--- src/common/stopwatch_pkg.sv ---
// stopwatch shared definitions: digit sizes, time limits, bcd increment and segment decode.
package stopwatch_pkg;

    parameter int DIGIT_W    = 4;  // one bcd digit.
    parameter int NUM_DIGITS = 6;  // hh mm ss.
    parameter int SEG_W      = 7;  // segments a to g.
    parameter int TIME_W     = NUM_DIGITS * DIGIT_W;

    // per-digit limits of the time word, also the last count before wrap.
    parameter logic [TIME_W-1:0] TIME_MAX = 24'h99_59_59;

    // time word one second later, carries ripple from the seconds digit up.
    function automatic logic [TIME_W-1:0] bcd_next(input logic [TIME_W-1:0] t);
        logic [TIME_W-1:0] n;
        logic              carry;
        int                i;
        n     = t;
        carry = 1'b1;
        for (i = 0; i < NUM_DIGITS; i++) begin
            if (carry) begin
                if (t[i*DIGIT_W +: DIGIT_W] >= TIME_MAX[i*DIGIT_W +: DIGIT_W]) begin
                    n[i*DIGIT_W +: DIGIT_W] = '0;  // wrap, carry stays set.
                end else begin
                    n[i*DIGIT_W +: DIGIT_W] = t[i*DIGIT_W +: DIGIT_W] + 1'b1;
                    carry = 1'b0;
                end
            end
        end
        return n;
    endfunction

    // active-high segments, bit order gfedcba.
    function automatic logic [SEG_W-1:0] bcd_to_seg(input logic [DIGIT_W-1:0] d);
        case (d)
            4'd0:    return 7'h3f;
            4'd1:    return 7'h06;
            4'd2:    return 7'h5b;
            4'd3:    return 7'h4f;
            4'd4:    return 7'h66;
            4'd5:    return 7'h6d;
            4'd6:    return 7'h7d;
            4'd7:    return 7'h07;
            4'd8:    return 7'h7f;
            4'd9:    return 7'h6f;
            default: return 7'h00;  // not bcd, blank.
        endcase
    endfunction

endpackage

--- src/rtl/tick_prescaler.sv ---
// one-second prescaler: free-running divider giving a single-cycle tick.
`timescale 1ns/100ps

module tick_prescaler #(
    parameter int CLK_PER_TICK = 50_000_000
) (
    input  logic clk,
    input  logic rst,
    output logic tick
);

    localparam int CNT_W = (CLK_PER_TICK > 1) ? $clog2(CLK_PER_TICK) : 1;
    localparam logic [CNT_W-1:0] RELOAD = CNT_W'(CLK_PER_TICK - 1);

    logic [CNT_W-1:0] count;

    // counts down to zero, then reloads.
    // tick is registered, so the first one shows CLK_PER_TICK cycles after release.
    always_ff @(posedge clk or negedge rst) begin
        if (!rst) begin
            count <= RELOAD;
            tick  <= 1'b0;
        end else begin
            if (count == '0) begin
                count <= RELOAD;
                tick  <= 1'b1;
            end else begin
                count <= count - 1'b1;
                tick  <= 1'b0;
            end
        end
    end

endmodule

--- src/rtl/button_conditioner.sv ---
// start button conditioner: synchronizer, debounce filter and press pulse.
`timescale 1ns/100ps

module button_conditioner #(
    parameter int DEBOUNCE_CYCLES = 1_000_000
) (
    input  logic clk,
    input  logic rst,
    input  logic start_n,      // raw button, active low.
    output logic start_pulse
);

    localparam int CNT_W = (DEBOUNCE_CYCLES > 1) ? $clog2(DEBOUNCE_CYCLES) : 1;
    localparam logic [CNT_W-1:0] LAST = CNT_W'(DEBOUNCE_CYCLES - 1);

    logic             sync_a;
    logic             sync_b;
    logic             stable;  // debounced level.
    logic [CNT_W-1:0] count;

    // two-flop synchronizer, idles high like the button.
    always_ff @(posedge clk or negedge rst) begin
        if (!rst) begin
            sync_a <= 1'b1;
            sync_b <= 1'b1;
        end else begin
            sync_a <= start_n;
            sync_b <= sync_a;
        end
    end

    // the new level must differ from the stable one for DEBOUNCE_CYCLES cycles in a row.
    // any bounce back restarts the count.
    always_ff @(posedge clk or negedge rst) begin
        if (!rst) begin
            stable      <= 1'b1;
            count       <= '0;
            start_pulse <= 1'b0;
        end else begin
            start_pulse <= 1'b0;
            if (sync_b != stable) begin
                if (count == LAST) begin
                    stable      <= sync_b;
                    count       <= '0;
                    start_pulse <= stable & ~sync_b;  // high to low only.
                end else begin
                    count <= count + 1'b1;
                end
            end else begin
                count <= '0;
            end
        end
    end

endmodule

--- src/rtl/bcd_time_counter.sv ---
// hh:mm:ss bcd time counter with run state, stopping on wrap from 99:59:59.
`timescale 1ns/100ps

module bcd_time_counter import stopwatch_pkg::*; (
    input  logic                            clk,
    input  logic                            rst,
    input  logic                            tick,         // one-second strobe.
    input  logic                            start_pulse,  // debounced press.
    output logic [NUM_DIGITS*DIGIT_W-1:0]   time_bcd,
    output logic                            running
);

    logic [NUM_DIGITS*DIGIT_W-1:0] next_time;
    logic                          at_max;
    logic                          advance;

    assign next_time = bcd_next(time_bcd);
    assign at_max    = (time_bcd == TIME_MAX);  // last second before wrap.
    assign advance   = tick & running;

    // run state.
    // a press while running changes nothing, the wrap tick stops the watch.
    always_ff @(posedge clk or negedge rst) begin
        if (!rst) begin
            running <= 1'b0;
        end else begin
            if (advance && at_max) begin
                running <= 1'b0;
            end else if (start_pulse) begin
                running <= 1'b1;
            end
        end
    end

    // time word.
    // steps once per tick while running, otherwise parked at zero.
    always_ff @(posedge clk or negedge rst) begin
        if (!rst) begin
            time_bcd <= '0;
        end else begin
            if (!running) begin
                time_bcd <= '0;
            end else if (tick) begin
                time_bcd <= next_time;  // 99:59:59 rolls to zero here.
            end
        end
    end

endmodule

--- src/rtl/seg_display_scan.sv ---
// seven-segment scanner: shows one digit of the time word at a time.
`timescale 1ns/100ps

module seg_display_scan import stopwatch_pkg::*; #(
    parameter int SCAN_CYCLES = 50_000
) (
    input  logic                            clk,
    input  logic                            rst,
    input  logic [NUM_DIGITS*DIGIT_W-1:0]   time_bcd,
    output logic [SEG_W-1:0]                seg,
    output logic [NUM_DIGITS-1:0]           digit_sel  // one-hot, active high.
);

    localparam int DWELL_W = (SCAN_CYCLES > 1) ? $clog2(SCAN_CYCLES) : 1;
    localparam logic [DWELL_W-1:0] DWELL_LAST = DWELL_W'(SCAN_CYCLES - 1);
    localparam int IDX_W = $clog2(NUM_DIGITS);
    localparam logic [IDX_W-1:0] IDX_LAST = IDX_W'(NUM_DIGITS - 1);

    logic [DWELL_W-1:0]    dwell;
    logic [IDX_W-1:0]      idx;
    logic [DIGIT_W-1:0]    cur_digit;
    logic [NUM_DIGITS-1:0] cur_sel;

    assign cur_digit = time_bcd[idx*DIGIT_W +: DIGIT_W];
    assign cur_sel   = NUM_DIGITS'(1) << idx;

    // dwell counter and digit index, 0 up to 5 then back to 0.
    always_ff @(posedge clk or negedge rst) begin
        if (!rst) begin
            dwell <= '0;
            idx   <= '0;
        end else begin
            if (dwell == DWELL_LAST) begin
                dwell <= '0;
                if (idx == IDX_LAST) begin
                    idx <= '0;
                end else begin
                    idx <= idx + 1'b1;
                end
            end else begin
                dwell <= dwell + 1'b1;
            end
        end
    end

    // select and segments share one register stage,
    // so a digit change never shows the previous digit's pattern.
    always_ff @(posedge clk or negedge rst) begin
        if (!rst) begin
            digit_sel <= NUM_DIGITS'(1);
            seg       <= bcd_to_seg('0);  // digit 0 showing zero.
        end else begin
            digit_sel <= cur_sel;
            seg       <= bcd_to_seg(cur_digit);
        end
    end

endmodule

--- src/rtl/stopwatch_top.sv ---
// stopwatch top level: prescaler, button conditioner, time counter and display scanner.
`timescale 1ns/100ps

module stopwatch_top import stopwatch_pkg::*; #(
    parameter int CLK_PER_TICK    = 50_000_000,
    parameter int DEBOUNCE_CYCLES = 1_000_000,
    parameter int SCAN_CYCLES     = 50_000
) (
    input  logic                            clk,
    input  logic                            rst,
    input  logic                            start_n,
    output logic [NUM_DIGITS*DIGIT_W-1:0]   time_bcd,
    output logic                            running,
    output logic [SEG_W-1:0]                seg,
    output logic [NUM_DIGITS-1:0]           digit_sel
);

    logic tick;         // one-second strobe.
    logic start_pulse;  // debounced press.

    tick_prescaler #(
        .CLK_PER_TICK (CLK_PER_TICK)
    ) tick_prescaler_i (
        .clk  (clk),
        .rst  (rst),
        .tick (tick)
    );

    button_conditioner #(
        .DEBOUNCE_CYCLES (DEBOUNCE_CYCLES)
    ) button_conditioner_i (
        .clk         (clk),
        .rst         (rst),
        .start_n     (start_n),
        .start_pulse (start_pulse)
    );

    bcd_time_counter bcd_time_counter_i (
        .clk         (clk),
        .rst         (rst),
        .tick        (tick),
        .start_pulse (start_pulse),
        .time_bcd    (time_bcd),
        .running     (running)
    );

    seg_display_scan #(
        .SCAN_CYCLES (SCAN_CYCLES)
    ) seg_display_scan_i (
        .clk       (clk),
        .rst       (rst),
        .time_bcd  (time_bcd),
        .seg       (seg),
        .digit_sel (digit_sel)
    );

endmodule

--- config.mk ---
export PLATFORM = sky130hd
export DESIGN_NAME = stopwatch_top
export DESIGN_NICKNAME = d
export VERILOG_FILES = /design/src/common/stopwatch_pkg.sv /design/src/rtl/tick_prescaler.sv /design/src/rtl/button_conditioner.sv /design/src/rtl/bcd_time_counter.sv /design/src/rtl/seg_display_scan.sv /design/src/rtl/stopwatch_top.sv
export SDC_FILE = /design/constraint.sdc
export NUM_CORES = 1
export LEC_CHECK = 0
export BUFFER_PORTS_ARGS = -buffer_cell sky130_fd_sc_hd__buf_2
export CORE_AREA = 8 8 88 129
export DETAILED_ROUTE_END_ITERATION = 12
export DIE_AREA = 0 0 96 137
export GPL_ROUTABILITY_DRIVEN = 0
export PLACE_DENSITY = 0.86
export SLEW_MARGIN = 20
export SYNTH_ARGS = -nofsm -noshare
export SYNTH_HDL_FRONTEND = slang
export SYNTH_SLANG_ARGS = --single-unit
export TNS_END_PERCENT = 5
--- constraint.sdc ---
create_clock -name clk -period 3.1 [get_ports clk]
set_input_delay 0.465 -clock clk [delete_from_list [all_inputs] [get_ports clk]]
set_output_delay 0.465 -clock clk [all_outputs]
set_load 0.05 [all_outputs]
==> results of run 1 <==
==> cells in the mapped netlist, drive strengths merged, types with 4 or more instances <==
cell    count  share of area [%]
o22ai      10                1.1
dfstp      28                 13
clkbuf     12               0.82
dfrtp      80                 36
xor2       29                4.6
o21ai      30                2.7
mux2i       9                1.6
or3         5               0.66
o21a        8                1.1
ha         30                6.8
nor3       13                1.2
nor4       13                1.5
inv        35                2.4
and2        4               0.46
nor2b       8               0.91
a21oi       7               0.64
nand2      40                2.7
nand4      17                1.9
nand2b      4               0.46
nor3b       4               0.55
xnor2      24                3.8
nand3      29                2.6
or4         7                1.0
o31ai       5               0.68
nor2       62                4.2
and3        7               0.80
==> worst max-delay path, stage by stage, from the launching register on <==
cell and delay (ns):
dfrtp_1 0.42, or4_4 0.54, or3_1 0.43, or3_4 0.42
or2_1 0.38, clkinv_2 0.13, nor2_1 0.05
==> registers in the layout, summed over array words and instances (netlist names) <==
signal                            flops
button_conditioner_i.stable           1
button_conditioner_i.sync_b           1
button_conditioner_i.start_pulse      1
button_conditioner_i.count           20
seg_display_scan_i.seg                7
seg_display_scan_i.digit_sel          6
seg_display_scan_i.dwell             16
seg_display_scan_i.idx                3
tick_prescaler_i.count               26
button_conditioner_i.sync_a           1
bcd_time_counter_i.running            1
bcd_time_counter_i.time_bcd          24
tick_prescaler_i.tick                 1
==> metrics by stage <==
step / setup WS [ns] / power (W) / instance area, sq um / hold slack [ns]
finish: 0.607 / 0.00257 / 6110 / 0.135
global route: 0.495 / 0.00265 / 6110 / 0.198
CTS: 0.500 / 0.00259 / 6110 / 0.165
detailed placement: 0.533 / 0.00149 / 5820 / 0.350
global placement: 0.659 / 0.00149 / 5820 / 0.352
floorplan: 0.446 / 0.00145 / 5490 / 0.169
==> per-layer routing <==
metal	global-route usage [%]	routed length, um	up-vias
li1	-	-	1972
met1	20.4	4350	2058
met2	33.6	6290	148
met3	3.13	727	43
met4	11.4	442	0
met5	0	0	-
==> where the power goes <==
| part | switching [W] | internal, W | total (W) |
|---|---|---|---|
| clock network | 0.000493 | 0.000617 | 0.00111 |
| registers | 0.00000391 | 0.00142 | 0.00142 |
| logic | 0.0000340 | 0.00000692 | 0.0000410 |
| total | 0.000531 | 0.00204 | 0.00257 |
==> cell families (layout without fill, tap and decap cells) <==
family	after synthesis	after routing	synth area share, %
AO/OA/AOI/OAI	69	69	7.61
buffers and inverters	51	98	3.67
XOR/XNOR	53	53	8.45
adder cells (fa/ha/maj)	30	30	6.84
AND/OR/NAND/NOR	224	224	20.7
flip-flops	108	108	49.9
multiplexers	13	13	2.87
==> final timing paths <==
| kind | slack [ns] | endpoint | depth (start not counted) | start |
|---|---|---|---|---|
| worst max-delay path | 0.61 | tick_prescaler_i.count[11] | 6 | tick_prescaler_i.count[10] |
| worst min-delay path | 0.13 | seg_display_scan_i.seg[6] | 1 | rst |
| worst max register to register | 0.61 | tick_prescaler_i.count[11] | 6 | tick_prescaler_i.count[10] |
| worst min register to register | 0.36 | button_conditioner_i.sync_b | 0 | button_conditioner_i.sync_a |
| max in group asynchronous | 2.09 | tick_prescaler_i.count[1] | 2 | rst |
| min in group clk | 0.21 | button_conditioner_i.sync_a | 1 | start_n |
==> layout make-up <==
| class | instances | share of cell area (%) |
|---|---|---|
| multi-input cells | 389 | 41.9 |
| clock inverters | 1 | 0.0820 |
| flip-flops and latches | 108 | 44.8 |
| inverters | 36 | 2.23 |
| clock buffers | 15 | 4.57 |
| repair buffers | 46 | 4.06 |
| well taps | 115 | 2.36 |
==> flow_summary.ini, run 1 <==
[routing]
routed_wirelength_um = 11800
routed_via_density = 5.95
vias = 4221
drc = 0
ant_nets = 0
dr.pass1.iters = 5
wire_per_inst_um = 16.6
drt_iter0_drc = 240

[cells_and_area]
syn_to_final_growth_pct = 11.2
final_common_cell = dfrtp_1
antenna_cells = 0
num-fill-cells = 705
multiInputGateArea_sq_um = 2560
fin_util_pct = 64.1
regArea_sq_um = 2740
final_cell_mix = dfrtp_1 (80), nor2_1 (62), nand2_1 (40), buf_2 (39), inv_1 (35)
stdcell_count = 710
finalNetCount = 623
drive_above_1_share_pct = 16.6

[clock_tree]
clk_pin_slew_ns = 0.07
clock_latency_ns = 0.35
cts-root-buf = clkbuf_16
cts-buffers-inserted = 9
post_cts_buffers = 0
h-tree-depth = 3
clock_path_buffers = 2
cts_resized = 0
holdBufCountCts = 0
cts_num_sinks = 108
cts_tree = yes

[synthesis]
syn_nets = 581
yosysWarnings = 0
synthArstFlopShare_pct = 100
syn_area_per_cell_sq_um = 10.0
synth_ff_type = dfrtp_1
synthesis.area_sq_um = 5490
seq_area_frac_synth_pct = 49.9
synth-edff-count = 0
ys_seq_elements = 108
yosysUniqueCellTypes = 49
syn-instance-count = 548

[grt]
grt_pass1_wl_um = 19700
grt_max_degree = 54
grt_pass1_vias = 4251
grtUsageTotal_pct = 19.0
antenna_found_initial = 0
overflow = 0

[pwr]
p_per_area_nw_per_um2 = 421
power.leakage_nw = 2.72
vdd_ir_drop_max_uv = 305

[worst_setup_path]
cp.arrival_ns = 2.74
path_max_fanout = 10
worst_setup_path_start_kind = flop
required_ns = 3.34
critPathCaptureType = flop
path_class = flop to flop

[placed_design]
dp_hpwl_um = 8590
placed_cells = 694
io_buffers = 40

[run_status]
status = finished, final reports clean

[floorplan]
dieArea_sq_um = 13200
die_h_um = 137
fp.dieW_um = 96
ios = 41
initial_core_util_pct = 57.6
num_rows = 44
design.core.area_sq_um = 9520

[min_path]
hold_path.class = primary input to asynchronous set/reset pin

[sta]
finClkSkew_ns = 0.00675
fmax_mhz = 401
setup_viol = 0
setup-tns-final_ns = 0
min_period_over_period_pct = 80.4
relSlewSlack_pct = 52.6
maxSlewViolCount = 0
rsz0062_at_grt = no
fin_crit_ns = 2.49
worst_pin_slew_ns = 0.708
hold_violations = 0

[run]
maxCapViolations = 0
Note: power is estimated with default switching activity, not from simulation.
==> inputs of run 2 (changes only) <==
==> constraint.sdc (replaced) <==
create_clock -name clk -period 2.3 [get_ports clk]
set_input_delay 0.345 -clock clk [delete_from_list [all_inputs] [get_ports clk]]
set_output_delay 0.345 -clock clk [all_outputs]
set_load 0.05 [all_outputs]
==> run 2 against run 1 <==
Maximum frequency up 11%. Clock skew up 0.0045 ns. Total power increased by 32%. Non-clock buffer count up 22. Critical path depth increased by 1.
==> flow_summary.ini, run 2 (synthesis gave the netlist of run 1 again) <==
[worst_setup_path]
critPathCaptureType = flop
worst_path_max_delay_cell = o41ai_1
critPathBufInv = 1
path_max_fanout = 6
path_class = flop to flop
worst_setup_path_start_kind = flop
cp_top_family = simple AND/OR/NAND/NOR gates
crit_chain = inv_1, ha_1, nor3b_1, o41ai_1, nand4_1, or3_1, o21ai_0
cpPeakStageDelay_ns = 0.46
required_ns = 2.56
cp.arrival_ns = 2.51

[grt]
grt.busiest_layer = met2
grt_pass1_vias = 4642
grt_pass1_wl_um = 20900
antenna_found_initial = 0
grtUsageMet1_pct = 20.4
met2_usage_pct = 36.2
gr-usage-met3_pct = 4.83
grtUsageTotal_pct = 20.2
grt_max_degree = 43
overflow = 0

[pwr]
combPwrFrac_pct = 1.8
p_int_w = 0.00266
sw_frac_of_total_pct = 21.8
vdd_ir_drop_max_uv = 508
finalPower_w = 0.00340
seqPwrFrac_pct = 56.2
power.leakage_nw = 2.83
p_per_area_nw_per_um2 = 538
power.share.clock_pct = 42.0
switchingPower_w = 0.000740

[floorplan]
fp.dieW_um = 96
design.core.area_sq_um = 9520
die_h_um = 137
initial_core_util_pct = 57.6
ios = 41
dieArea_sq_um = 13200
num_rows = 44

[routing]
vias = 4354
dr.pass1.iters = 6
drc = 0
routed_wirelength_um = 12500
ant_nets = 0
wire_per_inst_um = 17.1
drt_iter0_drc = 217
routed_via_density = 5.95

[cells_and_area]
finalNetCount = 645
final_area_sq_um = 6330
antenna_cells = 0
syn_to_final_growth_pct = 15.2
final_cell_mix = dfrtp_1 (77), nor2_1 (62), nand2_1 (40), buf_2 (39), inv_1 (35)
largest_registers = tick_prescaler_i.count: 26 flops, bcd_time_counter_i.time_bcd: 24 flops, button_conditioner_i.count: 20 flops
fin_util_pct = 66.4
largest_reg_flops = 26
drive_above_1_share_pct = 21.6
num-fill-cells = 697
multiInputGateArea_sq_um = 2610
final_common_cell = dfrtp_1
top_register = tick_prescaler_i.count
regArea_sq_um = 2740

[sta]
worst_pin_slew_ns = 0.782
maxSlewViolCount = 0
setup-tns-final_ns = 0
setup_viol = 0
finClkSkew_ns = 0.0112
rsz0062_at_grt = yes
min_period_over_period_pct = 97.7
relSlewSlack_pct = 47.4
hold_violations = 0
fmax_mhz = 445
fin_crit_ns = 2.25

[run]
maxCapViolations = 0

[clock_tree]
cts-buffers-inserted = 9
clock_latency_ns = 0.35
cts_tree = yes
cts_num_sinks = 108
cts-root-buf = clkbuf_16
post_cts_buffers = 0
h-tree-depth = 3
clk_pin_slew_ns = 0.08
clock_path_buffers = 2

[placed_design]
io_buffers = 40
place_area_sq_um = 6000
dp_hpwl_um = 9050

[min_path]
hold_path.class = primary input to flop

[run_status]
status = finished, final reports clean
run 2: changes by cell type in the layout (fill, tap and decap cells not counted), moves of 2 or more:
cell and change:
buf_4 +20, clkbuf_1 -2, clkinv_4 +3, dfrtp_1 -3, dfrtp_2 +3, nor4_1 -3
nor4_2 +2
run 2: what timing repair did:
action	4_1_cts	5_1_grt
gates cloned	0	0
resized for setup	0	10
pin swaps	0	1
endpoints found under the hold margin	2	0
setup endpoints to repair	2	42
hold buffers	1	0
run 2: worst register-to-register path, cell delays in order, from the launching register on:
cell     delay, ns
dfrtp_2       0.45
inv_1         0.09
ha_1          0.19
nor3b_1       0.17
o41ai_1       0.46
nand4_1       0.29
or3_1         0.41
o21ai_0       0.10
run 2: worst paths after layout:
path                                                 from                         endpoint  slack, ns  depth (start not counted)
hold / removal                                    start_n      button_conditioner_i.sync_a       0.10                          1
setup / recovery           bcd_time_counter_i.time_bcd[0]  bcd_time_counter_i.time_bcd[21]       0.05                          7
max in group asynchronous                             rst       tick_prescaler_i.count[12]       1.03                          3
hold reg to reg               button_conditioner_i.sync_a      button_conditioner_i.sync_b       0.36                          0
setup reg to reg           bcd_time_counter_i.time_bcd[0]  bcd_time_counter_i.time_bcd[21]       0.05                          7
min in group asynchronous                             rst       bcd_time_counter_i.running       0.54                          2
run 2: routing by layer:
layer | vias up | share of wire (%) | routed length (um)
li1 | 2019 | - | -
met1 | 2114 | 36 | 4480
met2 | 169 | 55 | 6850
met3 | 52 | 5.7 | 720
met4 | 0 | 3.8 | 476
met5 | - | 0 | 0
run 2: cell type report:
class,count,share of cell area [%]
Clock inverter,5,0.613
Sequential cell,108,43.3
Inverter,36,2.16
Multi-Input combinational cell,389,41.2
Clock buffer,11,3.68
Timing Repair Buffer,68,6.76
Tap cell,115,2.27
run 2: through the flow:
step | hold WS [ns] | setup slack [ns] | cells
after global placement | 0.346 | 0.0785 | 715
after detailed placement | 0.349 | 0.0124 | 715
after floorplan | 0.0494 | -0.0229 | 548
final | 0.103 | 0.0522 | 732
after CTS | 0.0922 | -0.0144 | 732
after global routing | 0.0923 | -0.0200 | 732
run 2: power groups by stage:
stage               clock (W)  sequential [W]  combinational (W)
finish                0.00143         0.00191          0.0000617
global route          0.00154         0.00191          0.0000740
detailed placement          0         0.00195          0.0000629
global placement            0         0.00195          0.0000604
floorplan                   0         0.00195          0.0000138
CTS                   0.00145         0.00191          0.0000646
==> inputs of run 3 (changes only) <==
--- a/config.mk
+++ b/config.mk
@@ -11,6 +11,7 @@
 export DIE_AREA = 0 0 96 137
 export GPL_ROUTABILITY_DRIVEN = 0
 export PLACE_DENSITY = 0.86
+export REMOVE_ABC_BUFFERS = 1
 export SLEW_MARGIN = 20
 export SYNTH_ARGS = -nofsm -noshare
 export SYNTH_HDL_FRONTEND = slang
==> run 3 against run 2 <==
Sequential share of layout area increased by 0.25 points. Sequential power is essentially flat. Sequential cell count unchanged. Hold slack got worse by 0.011 ns. Critical endpoint is now tick_prescaler_i.count[3]. Non-clock buffer count is 6 lower. Critical path depth shrank 1. Maximum frequency is essentially flat. Largest power group unchanged. Die area did not move.
==> flow_summary.ini, run 3 (synthesis gave the netlist of run 1 again) <==
[worst_setup_path]
critPathBufInv = 1
required_ns = 2.58
path_max_fanout = 8
cp_top_family = simple AND/OR/NAND/NOR gates
crit_chain = or4_4, or3_4, or3_4, or2_4, buf_4, nand3_1
cpPeakStageDelay_ns = 0.57
timing.critical_path.mode_cell = or3_4
worst_setup_path_start_kind = flop
cp.arrival_ns = 2.53
critPathCaptureType = flop
worst_path_max_delay_cell = or4_4
path_class = flop to flop

[placed_design]
io_buffers = 40
pre_cts_ws_ns = 0.0238
place_area_sq_um = 5950
dp_hpwl_um = 8500

[pwr]
switchingPower_w = 0.000741
power.leakage_nw = 2.81
p_int_w = 0.00278
finalPower_w = 0.00352
p_per_area_nw_per_um2 = 560
power.share.clock_pct = 43.9
vdd_ir_drop_max_uv = 543
combPwrFrac_pct = 1.7
sw_frac_of_total_pct = 21.1
seqPwrFrac_pct = 54.4

[cells_and_area]
largest_reg_flops = 26
syn_to_final_growth_pct = 14.4
final_cell_mix = dfrtp_1 (79), nor2_1 (61), nand2_1 (40), buf_2 (39), inv_1 (35)
drive_above_1_share_pct = 20.1
largest_registers = tick_prescaler_i.count: 26 flops, bcd_time_counter_i.time_bcd: 24 flops, button_conditioner_i.count: 20 flops
final_area_sq_um = 6280
antenna_cells = 0
finalNetCount = 639
top_register = tick_prescaler_i.count
fin_util_pct = 66.0
final_common_cell = dfrtp_1

[grt]
met2_usage_pct = 32.2
overflow = 0
antenna_found_initial = 0
grt_pass1_vias = 4379
grt.busiest_layer = met2
gr-usage-met3_pct = 4.06
grt_pass1_wl_um = 19800
grtUsageMet1_pct = 20.7
grt_max_degree = 53
grtUsageTotal_pct = 19.0

[sta]
relSlewSlack_pct = 50.6
fin_ws_ns = 0.0538
fin_crit_ns = 2.25
worst_pin_slew_ns = 0.734
fmax_mhz = 445
min_period_over_period_pct = 97.7
setup_viol = 0
maxSlewViolCount = 0
hold_violations = 0
finClkSkew_ns = 0.0106

[clock_tree]
clock_latency_ns = 0.35
cts_tree = yes
cts-buffers-inserted = 9
cts-root-buf = clkbuf_16
h-tree-depth = 3
clock_path_buffers = 2
clk_pin_slew_ns = 0.07
cts_num_sinks = 108
post_cts_buffers = 0

[floorplan]
initial_core_util_pct = 57.6
die_h_um = 137
fp.dieW_um = 96
dieArea_sq_um = 13200
num_rows = 44
ios = 41
design.core.area_sq_um = 9520

[routing]
wire_per_inst_um = 16.3
drc = 0
vias = 4261
dr.pass1.iters = 4
routed_via_density = 5.87
routed_wirelength_um = 11800
drt_iter0_drc = 187
ant_nets = 0

[run]
maxCapViolations = 0

[run_status]
status = finished, final reports clean

[min_path]
hold_path.class = primary input to flop
[run 3: changes by cell type in the layout (fill, tap and decap cells not counted), sizes merged]
| cell | previous run | this run |
|---|---|---|
| clkinv | 5 | 3 |
| inv | 35 | 37 |
| bufinv | 0 | 1 |
| clkinvlp | 1 | 0 |
| buf | 67 | 61 |
[run 3: routing by layer]
metal  wire length, um  vias up
li1                  -     2003
met1              4720     2093
met2              5980      120
met3               665       45
met4               472        0
met5                 0        -
[run 3: path summary, 6_finish.rpt]
| path | startpoint | end | slack (ns) | depth (start not counted) |
|---|---|---|---|---|
| min | start_n | button_conditioner_i.sync_a | 0.09 | 1 |
| min in group asynchronous | rst | bcd_time_counter_i.time_bcd[16] | 0.48 | 2 |
| max reg2reg | tick_prescaler_i.count[10] | tick_prescaler_i.count[3] | 0.05 | 6 |
| max in group asynchronous | rst | tick_prescaler_i.count[2] | 1.07 | 3 |
| min reg2reg | button_conditioner_i.sync_a | button_conditioner_i.sync_b | 0.36 | 0 |
| max | tick_prescaler_i.count[10] | tick_prescaler_i.count[3] | 0.05 | 6 |
[run 3: repair_timing]
action	4_1_cts	5_1_grt
hold buffers	1	0
endpoints found under the hold margin	26	0
setup endpoints to repair	0	36
gates resized for setup	0	11
[run 3: metrics by stage]
stage | hold WS (ns) | std cells | TNS (ns)
after global routing | 0.0875 | 726 | -0.00966
after global placement | 0.304 | 709 | 0
after floorplan | 0.0494 | 533 | -4.10
final | 0.0925 | 726 | 0
after detailed placement | 0.315 | 709 | 0
after CTS | 0.0841 | 726 | 0
[run 3: power groups by stage]
stage	Combinational, W	Clock, W	Sequential [W]
3_3_place_gp	0.0000590	0	0.00195
5_1_grt	0.0000714	0.00164	0.00191
6_report	0.0000609	0.00154	0.00191
3_5_place_dp	0.0000615	0	0.00195
2_1_floorplan	0.0000129	0	0.00195
4_1_cts	0.0000630	0.00157	0.00191
[run 3: layout make-up]
type / instances / area, sq um
Clock buffer: 11 / 233
Clock inverter: 5 / 61.3
Fill cell: 705 / 3240
Inverter: 36 / 136
Multi-Input combinational cell: 389 / 2590
Sequential cell: 108 / 2740
Tap cell: 115 / 144
Timing Repair Buffer: 62 / 383
